[src/iter_pkg.sv]
/*
 * Shared types and default sizes for the bounding-box sample iterator.
 * Modules pull these in with a wildcard import in their header.
 * Coordinates are signed fixed point with DEF_RADIX fraction bits.
 */

package iter_pkg;

    // Controller state
    typedef enum logic {
        WAIT_ST, // Idle, upstream may hand over a triangle
        TEST_ST  // Walking the held box
    } iter_state_t;

    // Sample spacing as a one-hot code
    // Read as unsigned it is the step in eighths of a pixel
    typedef enum logic [3:0] {
        MSAA_1X  = 4'b1000, // One sample per pixel
        MSAA_4X  = 4'b0100, // Half pixel grid
        MSAA_16X = 4'b0010, // Quarter pixel grid
        MSAA_64X = 4'b0001  // Eighth pixel grid
    } msaa_rate_t;

    // Fixed-point layout
    localparam int DEF_SIGFIG = 24; // Bits per coordinate or colour
    localparam int DEF_RADIX  = 10; // Fraction bits

    // Triangle shape
    localparam int DEF_VERTS  = 3;  // Vertices per triangle
    localparam int DEF_AXIS   = 3;  // x, y and z per vertex
    localparam int DEF_COLORS = 3;  // Colour channels

    // Sample rows emitted together each cycle
    // Rows a, b and c sit at y, y+s and y+2s
    localparam int ROWS_PER_STEP = 3;

endpackage
[src/bbox_iterator.sv]
/*
 * Bounding-box sample iterator, top level.
 * Walks a triangle's box on the MSAA grid three rows at a time and holds
 * upstream with hold until the walk is over. Joins the stepper datapath
 * and the controller.
 */

`timescale 1ns/1ns

module bbox_iterator
    import iter_pkg::*;
#(
    parameter int sig_fig = DEF_SIGFIG, // Coordinate and colour width
    parameter int radix   = DEF_RADIX,  // Fraction bits
    parameter int verts   = DEF_VERTS,
    parameter int axis    = DEF_AXIS,
    parameter int colors  = DEF_COLORS
) (
    input  logic                      clk,
    input  logic                      rst,
    // Upstream
    input  logic signed [sig_fig-1:0] tri_in    [verts-1:0][axis-1:0],
    input  logic        [sig_fig-1:0] color_in  [colors-1:0],
    input  logic signed [sig_fig-1:0] box_in    [1:0][1:0], // Grid-aligned corners
    input  logic                      valid_tri,
    input  msaa_rate_t                rate,                 // Stable during a walk
    // Downstream
    output logic signed [sig_fig-1:0] tri_out   [verts-1:0][axis-1:0],
    output logic        [sig_fig-1:0] color_out [colors-1:0],
    output logic signed [sig_fig-1:0] sample_a  [1:0],     // Row y
    output logic signed [sig_fig-1:0] sample_b  [1:0],     // Row y+s
    output logic signed [sig_fig-1:0] sample_c  [1:0],     // Row y+2s
    output logic                      valid_samp,
    output logic                      hold
);

    // Stepper to controller
    logic signed [sig_fig-1:0] start_a [1:0];
    logic signed [sig_fig-1:0] start_b [1:0];
    logic signed [sig_fig-1:0] start_c [1:0];
    logic signed [sig_fig-1:0] next_a  [1:0];
    logic signed [sig_fig-1:0] next_b  [1:0];
    logic signed [sig_fig-1:0] next_c  [1:0];
    logic                      at_end;
    // Controller to stepper
    logic signed [sig_fig-1:0] box     [1:0][1:0];
    iter_state_t               fsm_state;

    sample_stepper #(
        .sig_fig (sig_fig),
        .radix   (radix)
    ) i_stepper (
        .sample_a (sample_a),
        .sample_b (sample_b),
        .sample_c (sample_c),
        .box      (box),
        .box_in   (box_in),
        .rate     (rate),
        .start_a  (start_a),
        .start_b  (start_b),
        .start_c  (start_c),
        .next_a   (next_a),
        .next_b   (next_b),
        .next_c   (next_c),
        .at_end   (at_end)
    );

    iter_fsm #(
        .sig_fig (sig_fig),
        .radix   (radix),
        .verts   (verts),
        .axis    (axis),
        .colors  (colors)
    ) i_fsm (
        .clk        (clk),
        .rst        (rst),
        .valid_tri  (valid_tri),
        .tri_in     (tri_in),
        .color_in   (color_in),
        .box_in     (box_in),
        .start_a    (start_a),
        .start_b    (start_b),
        .start_c    (start_c),
        .next_a     (next_a),
        .next_b     (next_b),
        .next_c     (next_c),
        .at_end     (at_end),
        .state      (fsm_state),
        .box        (box),
        .sample_a   (sample_a),
        .sample_b   (sample_b),
        .sample_c   (sample_c),
        .tri_out    (tri_out),
        .color_out  (color_out),
        .valid_samp (valid_samp),
        .hold       (hold)
    );

    // Step size must not move under a walk in progress
    rate_stable: assert property (
        @(posedge clk) disable iff (rst)
        (fsm_state == TEST_ST) |-> $stable(rate)
    ) else $error("MSAA rate changed during a box walk");

endmodule

[src/iter_fsm.sv]
/*
 * Wait/test controller of the box iterator.
 * Takes a triangle on valid_tri while idle, holds upstream with hold and
 * steps the three sample rows every cycle until the stepper flags the end.
 * All outputs are registered, one cycle after the inputs they follow.
 */

`timescale 1ns/1ns

module iter_fsm
    import iter_pkg::*;
#(
    parameter int sig_fig = 24, // Coordinate and colour width
    parameter int radix   = 10, // Fraction bits
    parameter int verts   = 3,  // Vertices per triangle
    parameter int axis    = 3,  // Axes per vertex
    parameter int colors  = 3   // Colour channels
) (
    input  logic                      clk,
    input  logic                      rst,
    // Upstream triangle
    input  logic                      valid_tri,
    input  logic signed [sig_fig-1:0] tri_in    [verts-1:0][axis-1:0],
    input  logic        [sig_fig-1:0] color_in  [colors-1:0],
    input  logic signed [sig_fig-1:0] box_in    [1:0][1:0],
    // From the stepper
    input  logic signed [sig_fig-1:0] start_a   [1:0],
    input  logic signed [sig_fig-1:0] start_b   [1:0],
    input  logic signed [sig_fig-1:0] start_c   [1:0],
    input  logic signed [sig_fig-1:0] next_a    [1:0],
    input  logic signed [sig_fig-1:0] next_b    [1:0],
    input  logic signed [sig_fig-1:0] next_c    [1:0],
    input  logic                      at_end,
    // Registered state and walk position
    output iter_state_t               state,
    output logic signed [sig_fig-1:0] box       [1:0][1:0],
    output logic signed [sig_fig-1:0] sample_a  [1:0],
    output logic signed [sig_fig-1:0] sample_b  [1:0],
    output logic signed [sig_fig-1:0] sample_c  [1:0],
    // Payload to the sample test
    output logic signed [sig_fig-1:0] tri_out   [verts-1:0][axis-1:0],
    output logic        [sig_fig-1:0] color_out [colors-1:0],
    output logic                      valid_samp,
    output logic                      hold             // High while walking
);

    localparam int step_lsb = radix - 3; // Grid LSB, lower bits stay clear

    iter_state_t next_state;
    logic        take;      // Triangle consumed this edge
    logic        low_clear; // Row a has no bits below the grid

    assign take = (state == WAIT_ST) && valid_tri;

    // Next state
    always_comb begin
        next_state = state;
        case (state)
            WAIT_ST: begin
                if (valid_tri) begin
                    next_state = TEST_ST; // Start on the lower-left corner
                end
            end
            TEST_ST: begin
                if (at_end) begin
                    next_state = WAIT_ST; // Last triple goes out this cycle
                end
            end
        endcase
    end

    // Control registers
    always_ff @(posedge clk or posedge rst) begin
        if (rst) begin
            state      <= WAIT_ST;
            valid_samp <= 1'b0;
            hold       <= 1'b0;
        end else begin
            state      <= next_state;
            valid_samp <= (next_state == TEST_ST); // A triple every walking cycle
            hold       <= (next_state == TEST_ST); // Upstream waits until idle
        end
    end

    // Box, samples and payload
    always_ff @(posedge clk) begin
        if (take) begin
            tri_out   <= tri_in;
            color_out <= color_in;
            box       <= box_in;
            sample_a  <= start_a;
            sample_b  <= start_b;
            sample_c  <= start_c;
        end else if (state == TEST_ST) begin
            // Payload and box stay put for the whole walk
            sample_a  <= next_a;
            sample_b  <= next_b;
            sample_c  <= next_c;
        end
    end

    // Grid check on row a
    always_comb begin
        low_clear = (sample_a[0][step_lsb-1:0] == '0)
                  && (sample_a[1][step_lsb-1:0] == '0);
    end

    // A taken triangle starts the walk
    take_starts_walk: assert property (
        @(posedge clk) disable iff (rst)
        take |=> (state == TEST_ST) && valid_samp && hold
    ) else $error("triangle taken but walk did not start");

    // End of box returns to idle
    end_stops_walk: assert property (
        @(posedge clk) disable iff (rst)
        (state == TEST_ST && at_end) |=> (state == WAIT_ST) && !valid_samp && !hold
    ) else $error("end of box seen but walk did not stop");

    // No other case changes the state
    state_holds: assert property (
        @(posedge clk) disable iff (rst)
        !take && !(state == TEST_ST && at_end) |=> $stable(state)
    ) else $error("controller changed state without cause");

    // Row a stays inside the held box and on the grid
    sample_in_box: assert property (
        @(posedge clk) disable iff (rst)
        valid_samp |-> (sample_a[0] >= box[0][0]) && (sample_a[0] <= box[1][0])
                    && (sample_a[1] >= box[0][1]) && (sample_a[1] <= box[1][1])
                    && low_clear
    ) else $error("row a sample outside the box or off the grid");

    // Rows b and c ride on row a's column
    rows_share_x: assert property (
        @(posedge clk) disable iff (rst)
        valid_samp |-> (sample_b[0] == sample_a[0]) && (sample_c[0] == sample_a[0])
    ) else $error("sample rows b and c left row a's column");

endmodule

[src/sample_stepper.sv]
/*
 * Next-sample datapath for the three-row box walk.
 * Purely combinational. The controller feeds in the current samples and
 * the held box, and picks between the start and stepped positions.
 * Index 0 of a sample is x, index 1 is y. Box row 0 is lower-left.
 */

`timescale 1ns/1ns

module sample_stepper
    import iter_pkg::*;
#(
    parameter int sig_fig = 24, // Coordinate width
    parameter int radix   = 10  // Fraction bits
) (
    // Current samples held by the controller
    input  logic signed [sig_fig-1:0] sample_a [1:0],
    input  logic signed [sig_fig-1:0] sample_b [1:0],
    input  logic signed [sig_fig-1:0] sample_c [1:0],
    input  logic signed [sig_fig-1:0] box      [1:0][1:0], // Held box
    input  logic signed [sig_fig-1:0] box_in   [1:0][1:0], // Incoming box
    input  msaa_rate_t                rate,
    // Positions for a freshly taken triangle
    output logic signed [sig_fig-1:0] start_a  [1:0],
    output logic signed [sig_fig-1:0] start_b  [1:0],
    output logic signed [sig_fig-1:0] start_c  [1:0],
    // Positions one walk step on
    output logic signed [sig_fig-1:0] next_a   [1:0],
    output logic signed [sig_fig-1:0] next_b   [1:0],
    output logic signed [sig_fig-1:0] next_c   [1:0],
    output logic                      at_end           // Last triple of the box
);

    localparam int step_lsb = radix - 3;          // One eighth of a pixel
    localparam int hi_w     = sig_fig - step_lsb; // Bits at or above the step LSB

    logic [hi_w-1:0] step;     // One sample step
    logic [hi_w-1:0] step_2;   // Two steps, start of row c
    logic [hi_w-1:0] step_up;  // Height of one row group
    logic            at_right; // Row a on the right edge
    logic            top_a;
    logic            top_b;
    logic            top_c;

    // Add a step count at the step LSB
    // Bits below the LSB come out zero
    function automatic logic signed [sig_fig-1:0] add_steps(
        input logic signed [sig_fig-1:0] v,
        input logic        [hi_w-1:0]    inc
    );
        logic signed [sig_fig-1:0] r;
        r = '0;
        r[sig_fig-1:step_lsb] = v[sig_fig-1:step_lsb] + inc;
        return r;
    endfunction

    // One row's next position
    function automatic void walk_row(
        input  logic signed [sig_fig-1:0] cur [1:0],
        input  logic                      up,
        output logic signed [sig_fig-1:0] nxt [1:0]
    );
        if (up) begin
            nxt[0] = box[0][0];                // Back to the left edge
            nxt[1] = add_steps(cur[1], step_up);
        end else begin
            nxt[0] = add_steps(cur[0], step);  // One step right
            nxt[1] = cur[1];                   // Same row
        end
    endfunction

    always_comb begin
        step    = hi_w'(rate);   // One-hot code is the step size
        step_2  = step + step;
        step_up = step * hi_w'(ROWS_PER_STEP);
    end

    // Edge detect, the right edge is judged on row a alone
    always_comb begin
        at_right = (sample_a[0] == box[1][0]);
        top_a    = (sample_a[1] == box[1][1]);
        top_b    = (sample_b[1] == box[1][1]);
        top_c    = (sample_c[1] == box[1][1]);
        // Rows b and c may overshoot the top in the last group
        at_end   = at_right & (top_a | top_b | top_c);
    end

    // Stepped positions
    always_comb begin
        walk_row(sample_a, at_right, next_a);
        walk_row(sample_b, at_right, next_b);
        walk_row(sample_c, at_right, next_c);
    end

    // Start positions from the incoming box
    always_comb begin
        start_a    = box_in[0];                         // Lower-left corner as is
        start_b[0] = box_in[0][0];
        start_b[1] = add_steps(box_in[0][1], step);     // One step up
        start_c[0] = box_in[0][0];
        start_c[1] = add_steps(box_in[0][1], step_2);   // Two steps up
    end

endmodule

[config.mk]
export PLATFORM = sky130hd
export DESIGN_NAME = bbox_iterator
export DESIGN_NICKNAME = d
export VERILOG_FILES = /design/src/iter_pkg.sv /design/src/bbox_iterator.sv /design/src/iter_fsm.sv /design/src/sample_stepper.sv
export SDC_FILE = /design/constraint.sdc
export NUM_CORES = 1
export LEC_CHECK = 0
export BUFFER_PORTS_ARGS = -buffer_cell sky130_fd_sc_hd__buf_4
export CAP_MARGIN = 5
export CORE_AREA = 2 2 322 324
export DETAILED_ROUTE_END_ITERATION = 12
export DIE_AREA = 0 0 324 326
export PLACE_DENSITY = 0.46
export SYNTH_ARGS = -nofsm -noshare
export SYNTH_HDL_FRONTEND = slang
export SYNTH_SLANG_ARGS = --single-unit
[constraint.sdc]
create_clock -name clk -period 21.9 [get_ports clk]
set_input_delay 3.285 -clock clk [delete_from_list [all_inputs] [get_ports clk]]
set_output_delay 3.285 -clock clk [all_outputs]
set_load 0.1 [all_outputs]
=== Word level (Yosys, flattened, before mapping) ===
Cells that the tools add are included.

* $add $sub $neg: 9
* Multiply operators: 1
* Eq/ne operators: 4
* Muxes and demuxes: 12
* Bitwise gates (word level): 4
* Reductions and logical operators: 4

{| class="wikitable"
|+ Operators by type and width
! operator !! number
|-
| two-way mux 48 bit || 9
|-
| == test 24 bit || 4
|-
| adder 17 x 4 -> 17 bit || 4
|-
| adder 17 x 6 -> 17 bit || 3
|-
| adder 17 bit || 1
|-
| multiplier 4 x 2 -> 6 bit, second input constant || 1
|-
| adder 4 x 4 -> 5 bit || 1
|-
| nonzero test 2 bit || 2
|-
| two-way mux 1 bit || 2
|-
| bitwise OR 1 bit || 2
|-
| one-hot mux 1 bit (2 select lines) || 1
|-
| AND reduction 2 bit || 1
|-
| AND 1 bit || 1
|-
| logical AND 1 bit || 1
|-
| NOT 1 bit || 1
|}

* Bits in registers: 491
* Word-level logic and storage cells: 56

=== Depth between registers and ports, before layout ===
* Word-level depth: 6
* Depth in mapped cells: 12

=== Modules after synthesis ===
A second synthesis with hierarchy kept.

* Cell total of the unflattened synthesis: 1,545
* Area, all modules: 23,847.9 um^2

{| class="wikitable"
|+ Modules (own cells, without submodules)
! module !! instances !! cells an instance !! area each (um^2) !! sequential area each (um^2)
|-
| iter_fsm || 1 || 696 || 17,859.6 || 15,880.2
|-
| sample_stepper || 1 || 849 || 5,988.2 || 0.0
|}

=== Worst setup path after synthesis ===
Ideal clock, no wire load.

* Path type: input port to flip-flop
* Start point: input port valid_tri
* End point: register i_fsm.box[0] (netlist name)
* Arrival time: 13,804 ps
* Required time: 21,035 ps
* Slack: 7,231 ps
* Stages on the path: 5
* Path buffers: 3
* Path through: nand2b_1 > inv_1 > clkbuf_1 > clkbuf_1 > clkbuf_1

* Longest elaborated chain between the ends: 1

{| class="wikitable"
|+ Ends and longest elaborated chain
! what !! RTL line !! source
|-
| start, declared || bbox_iterator.sv:25 || <nowiki>input logic valid_tri,</nowiki>
|-
| logical AND 1 bit || iter_fsm.sv:53 || <nowiki>assign take = (state == WAIT_ST) && valid_tri;</nowiki>
|-
| via i_fsm.take || iter_fsm.sv:50 || <nowiki>logic take;</nowiki>
|}

The timed path passes the listed nets, and every way through them passes these cells.
A chain may end at the register's enable or synchronous reset.

=== Final worst setup path ===
* Start point: input port rate[0]
* End point: register i_fsm.sample_a[47] (netlist bit), data pin

* Longest elaborated chain between the ends: 5

{| class="wikitable"
|+ Ends and longest elaborated chain
! what !! RTL line !! source
|-
| start, declared || bbox_iterator.sv:26 || <nowiki>input msaa_rate_t rate,</nowiki>
|-
| multiplier 4 x 2 -> 6 bit || sample_stepper.sv:75 || <nowiki>step_up = step * hi_w'(ROWS_PER_STEP);</nowiki>
|-
| adder 17 x 6 -> 17 bit || sample_stepper.sv:53 || <nowiki>r[sig_fig-1:step_lsb] = v[sig_fig-1:step_lsb] + inc;</nowiki>
|-
| two-way mux 48 bit || sample_stepper.sv:63 || <nowiki>if (up) begin</nowiki>
|-
| two-way mux 48 bit || iter_fsm.sv:94 || <nowiki>end else if (state == TEST_ST) begin</nowiki>
|-
| two-way mux 48 bit || iter_fsm.sv:87 || <nowiki>if (take) begin</nowiki>
|-
| end signal, assigned || iter_fsm.sv:91 || <nowiki>sample_a <= start_a;</nowiki>
|-
| end signal, assigned || iter_fsm.sv:96 || <nowiki>sample_a <= next_a;</nowiki>
|-
| end, declared || iter_fsm.sv:37 || <nowiki>output logic signed [sig_fig-1:0] sample_a [1:0],</nowiki>
|}

Every way passes these cells. The select of a mux whose other input is x is not followed.

==> results.sh <==
export IMPL_drv_cap=0
export IMPL_max_stage_delay_ns=0.57
export IMPL_yosys_area_top_type="edfxtp_1"
export IMPL_slew_headroom_pct=29.9
export IMPL_switching_share_pct=34.9
export IMPL_crit_buf_inv=1
export IMPL_rsz0062_at_grt="no"
export IMPL_path_delay_family="adder cells"
export IMPL_netlist_cell_type_count=51
export IMPL_synth_edf_count=476
export IMPL_power_density_nw_per_um2=93.7
export IMPL_ant_nets=0
export IMPL_drt_total_wl_um=94400
export IMPL_ir_drop_v=0.0000789
export IMPL_cts_root_buffer="clkbuf_16"
export IMPL_period_needed_ns=5.93
export IMPL_synth_common_cells="476 x edfxtp_1, 115 x xor2_1, 81 x xnor2_1"
export IMPL_critPathMaxFanout=9
export IMPL_numCtsBuffers=56
export IMPL_drc_errors=0
export IMPL_synth_top_cell_area_share_pct=71.6
export IMPL_wl_per_cell_um=26.6
export IMPL_setup_viol=0
export IMPL_cp_cell_sequence="buf_4 > ha_1 > fa_1 > xnor2_1 > ha_1 > o21ai_0 > o21bai_1 > a21oi_1 > and4bb_2 > xnor2_1 > o21ai_0"
export IMPL_vias=14600
export IMPL_ctsResizeCount=0
export IMPL_fmax_mhz=169
export IMPL_antenna_found_initial=26
export IMPL_grt_overflow_total=0
export IMPL_crit_path_start_kind="primary input"
export IMPL_fillCellCount=10500
export IMPL_htree_levels=2
export IMPL_cts_sinks=477
export IMPL_grt_start_max_net_pins=150
export IMPL_fin_crit_sh_pct=27.1
export IMPL_outcome="finished clean"
export IMPL_vias_per_cell=4.10
export IMPL_routabilityCongestion=0.915
export IMPL_num_rows=118
export IMPL_synth_most_common_cell="edfxtp_1"
export IMPL_hold_start="i_fsm.box[2]$_DFFE_PP_"
export IMPL_synthArstFlopShare_pct=0.210
export IMPL_drive_gt1_share_pct=41.8
export IMPL_port_buffers=810
export IMPL_ys_flop_type="edfxtp_1"
export IMPL_ys_warnings_count=0
export IMPL_grt_pass1_wl_um=125000
export IMPL_finalClockSkew_ns=0.0345
export IMPL_leakage_nw=11.2
export IMPL_critPathKind="primary input to flop"
export IMPL_synth_area_leaders="edfxtp_1 72%, xor2_1 5.0%, xnor2_1 3.6%"
export IMPL_synth_seq_area_share_pct=71.7
export IMPL_r2r_start="i_fsm.sample_a[15]$_DFFE_PP_"
export IMPL_die_area_um2=106000
export IMPL_clkPwrFrac_pct=33.6
export IMPL_ctsHoldBuffers=0
export IMPL_finalPower_w=0.00275
export IMPL_grt_usage_pct=17.3
export IMPL_netSwitchingPower_w=0.000959
export IMPL_syn2layout_area_growth_pct=46.9
export IMPL_seqPwrFrac_pct=41.5
export IMPL_ys_seq_elements=477
export IMPL_clk_latency_ns=0.63
export IMPL_ios=825
export IMPL_post_cts_setup_buffer_count=0
export IMPL_start_util_pct=19.5
export IMPL_grt_pass1_vias=14800
export IMPL_worstPathArrival_ns=6.30
export IMPL_first_pass_iters=5
export IMPL_utilization_pct=28.6
export IMPL_cts_tree="yes"
export IMPL_dp_hpwl_um=77300
export IMPL_critPathSlowestCell="a21oi_1"
export IMPL_nets=2569
export IMPL_hold_viol=0
export IMPL_comb_power_share_pct=24.9
export IMPL_end_kind="flop"
export IMPL_fp_dieW_um=324
export IMPL_synthCells=1299
export IMPL_clkTransAtPathRegs_ns=0.06
export IMPL_hold_path_class="flop to flop"
export IMPL_avgSynthCellArea_um2=15.4
export IMPL_required_ns=22.27
export IMPL_syn_area_um2=20000
export IMPL_drt_initial_drc_count=1207
export IMPL_dieHeight_um=326
export IMPL_crit_start="rate[0]"
export IMPL_power_internal_w=0.00179
export IMPL_slew_violations=0
export IMPL_tightestPinTransition_ns=1.05
export IMPL_finalSetupTns_ns=0
export IMPL_coreArea_um2=103000
export IMPL_clockBufferDepth=3
==> cell families (layout without fill, tap and decap cells) <==
| family | count (synthesis) | in the layout | synth area share [%] |
|---|---|---|---|
| AOI/OAI and AO/OA | 190 | 190 | 6.23 |
| xor gates and xnor gates | 196 | 196 | 8.60 |
| other | 1 | 23 | 0.0188 |
| buffers and inverters | 87 | 942 | 2.39 |
| and+or+nand+nor | 294 | 294 | 7.35 |
| adders and majority gates | 54 | 54 | 3.72 |
| DFF | 477 | 477 | 71.7 |
==> final cells by class <==
| class | instances | area (um^2) | area share [%] |
|---|---|---|---|
| repair buffers | 821 | 6180 | 21.1 |
| inverters | 20 | 82.6 | 0.282 |
| multi-input cells | 748 | 5250 | 17.9 |
| clock inverters | 37 | 328 | 1.12 |
| flip-flops and latches | 477 | 14300 | 48.8 |
| well taps | 1380 | 1730 | 5.89 |
| diodes | 9 | 22.5 | 0.0768 |
| clock buffers | 64 | 1430 | 4.88 |
==> per-layer routing <==
layer	wire length [um]	vias to the layer above	global-route usage (%)
li1	-	6563	-
met1	36000	7240	20.2
met2	44600	668	27.4
met3	11400	105	9.10
met4	2270	20	5.20
met5	129	-	0
==> power groups by stage <==
| stage | logic (W) | clock network (W) | registers [W] |
|---|---|---|---|
| after global routing | 0.000721 | 0.000985 | 0.00115 |
| after global placement | 0.000682 | 0 | 0.00116 |
| final | 0.000684 | 0.000922 | 0.00114 |
| after detailed placement | 0.000686 | 0 | 0.00116 |
| after floorplan | 0.000186 | 0 | 0.00143 |
| after CTS | 0.000688 | 0.000956 | 0.00114 |
==> registers in the layout, summed over array words and instances, names as in the netlist <==
name,count
i_fsm.sample_b,34
i_fsm.state,1
i_fsm.sample_a,41
i_fsm.tri_out,216
i_fsm.sample_c,41
i_fsm.box,72
i_fsm.color_out,72
==> placed cells by master, fill, tap and decap left out, types with 10 or more instances in the layout <==
cell	instances
buf_4	820
edfxtp_1	476
xor2_1	115
xnor2_1	81
nand2_1	74
nand3_1	58
clkbuf_16	56
nor2_1	45
ha_1	45
o21ai_0	38
a21oi_1	32
o31ai_1	26
o22ai_1	22
clkinv_1	20
inv_1	19
nand4_1	18
nor3_1	18
nor4_1	17
and3_1	17
and2_1	16
conb_1	14
a21o_1	11
o311ai_0	10
==> final timing paths <==
check	to	slack (ns)	cells past startpoint
worst max-delay path	i_fsm.sample_a[47]$_DFFE_PP_	15.97	11
worst min-delay path	i_fsm.sample_c[2]$_DFFE_PP_	0.54	2
worst max register to register	i_fsm.sample_b[14]$_DFFE_PP_	17.82	8
worst min register to register	i_fsm.sample_c[2]$_DFFE_PP_	0.54	2
max in group asynchronous	i_fsm.state$_DFF_PP0_	19.30	2
min in group asynchronous	i_fsm.state$_DFF_PP0_	2.51	2
==> stage by stage <==
step	std cells	area (um^2)	hold WS, ns	setup slack (ns)
finish	3556	29300	0.541	15.97
global route	3553	29300	0.571	15.81
CTS	3547	29300	0.543	16.05
detailed placement	3446	27600	0.528	15.34
global placement	3446	27600	0.522	15.31
floorplan	1312	20000	0.511	7.23
==> worst min-delay path, cell delays in order (launching register included) <==
cell	delay, ns
edfxtp_1	0.32
nand3_1	0.06
nand2_1	0.06
No activity file was read; power rests on OpenSTA's default activity.
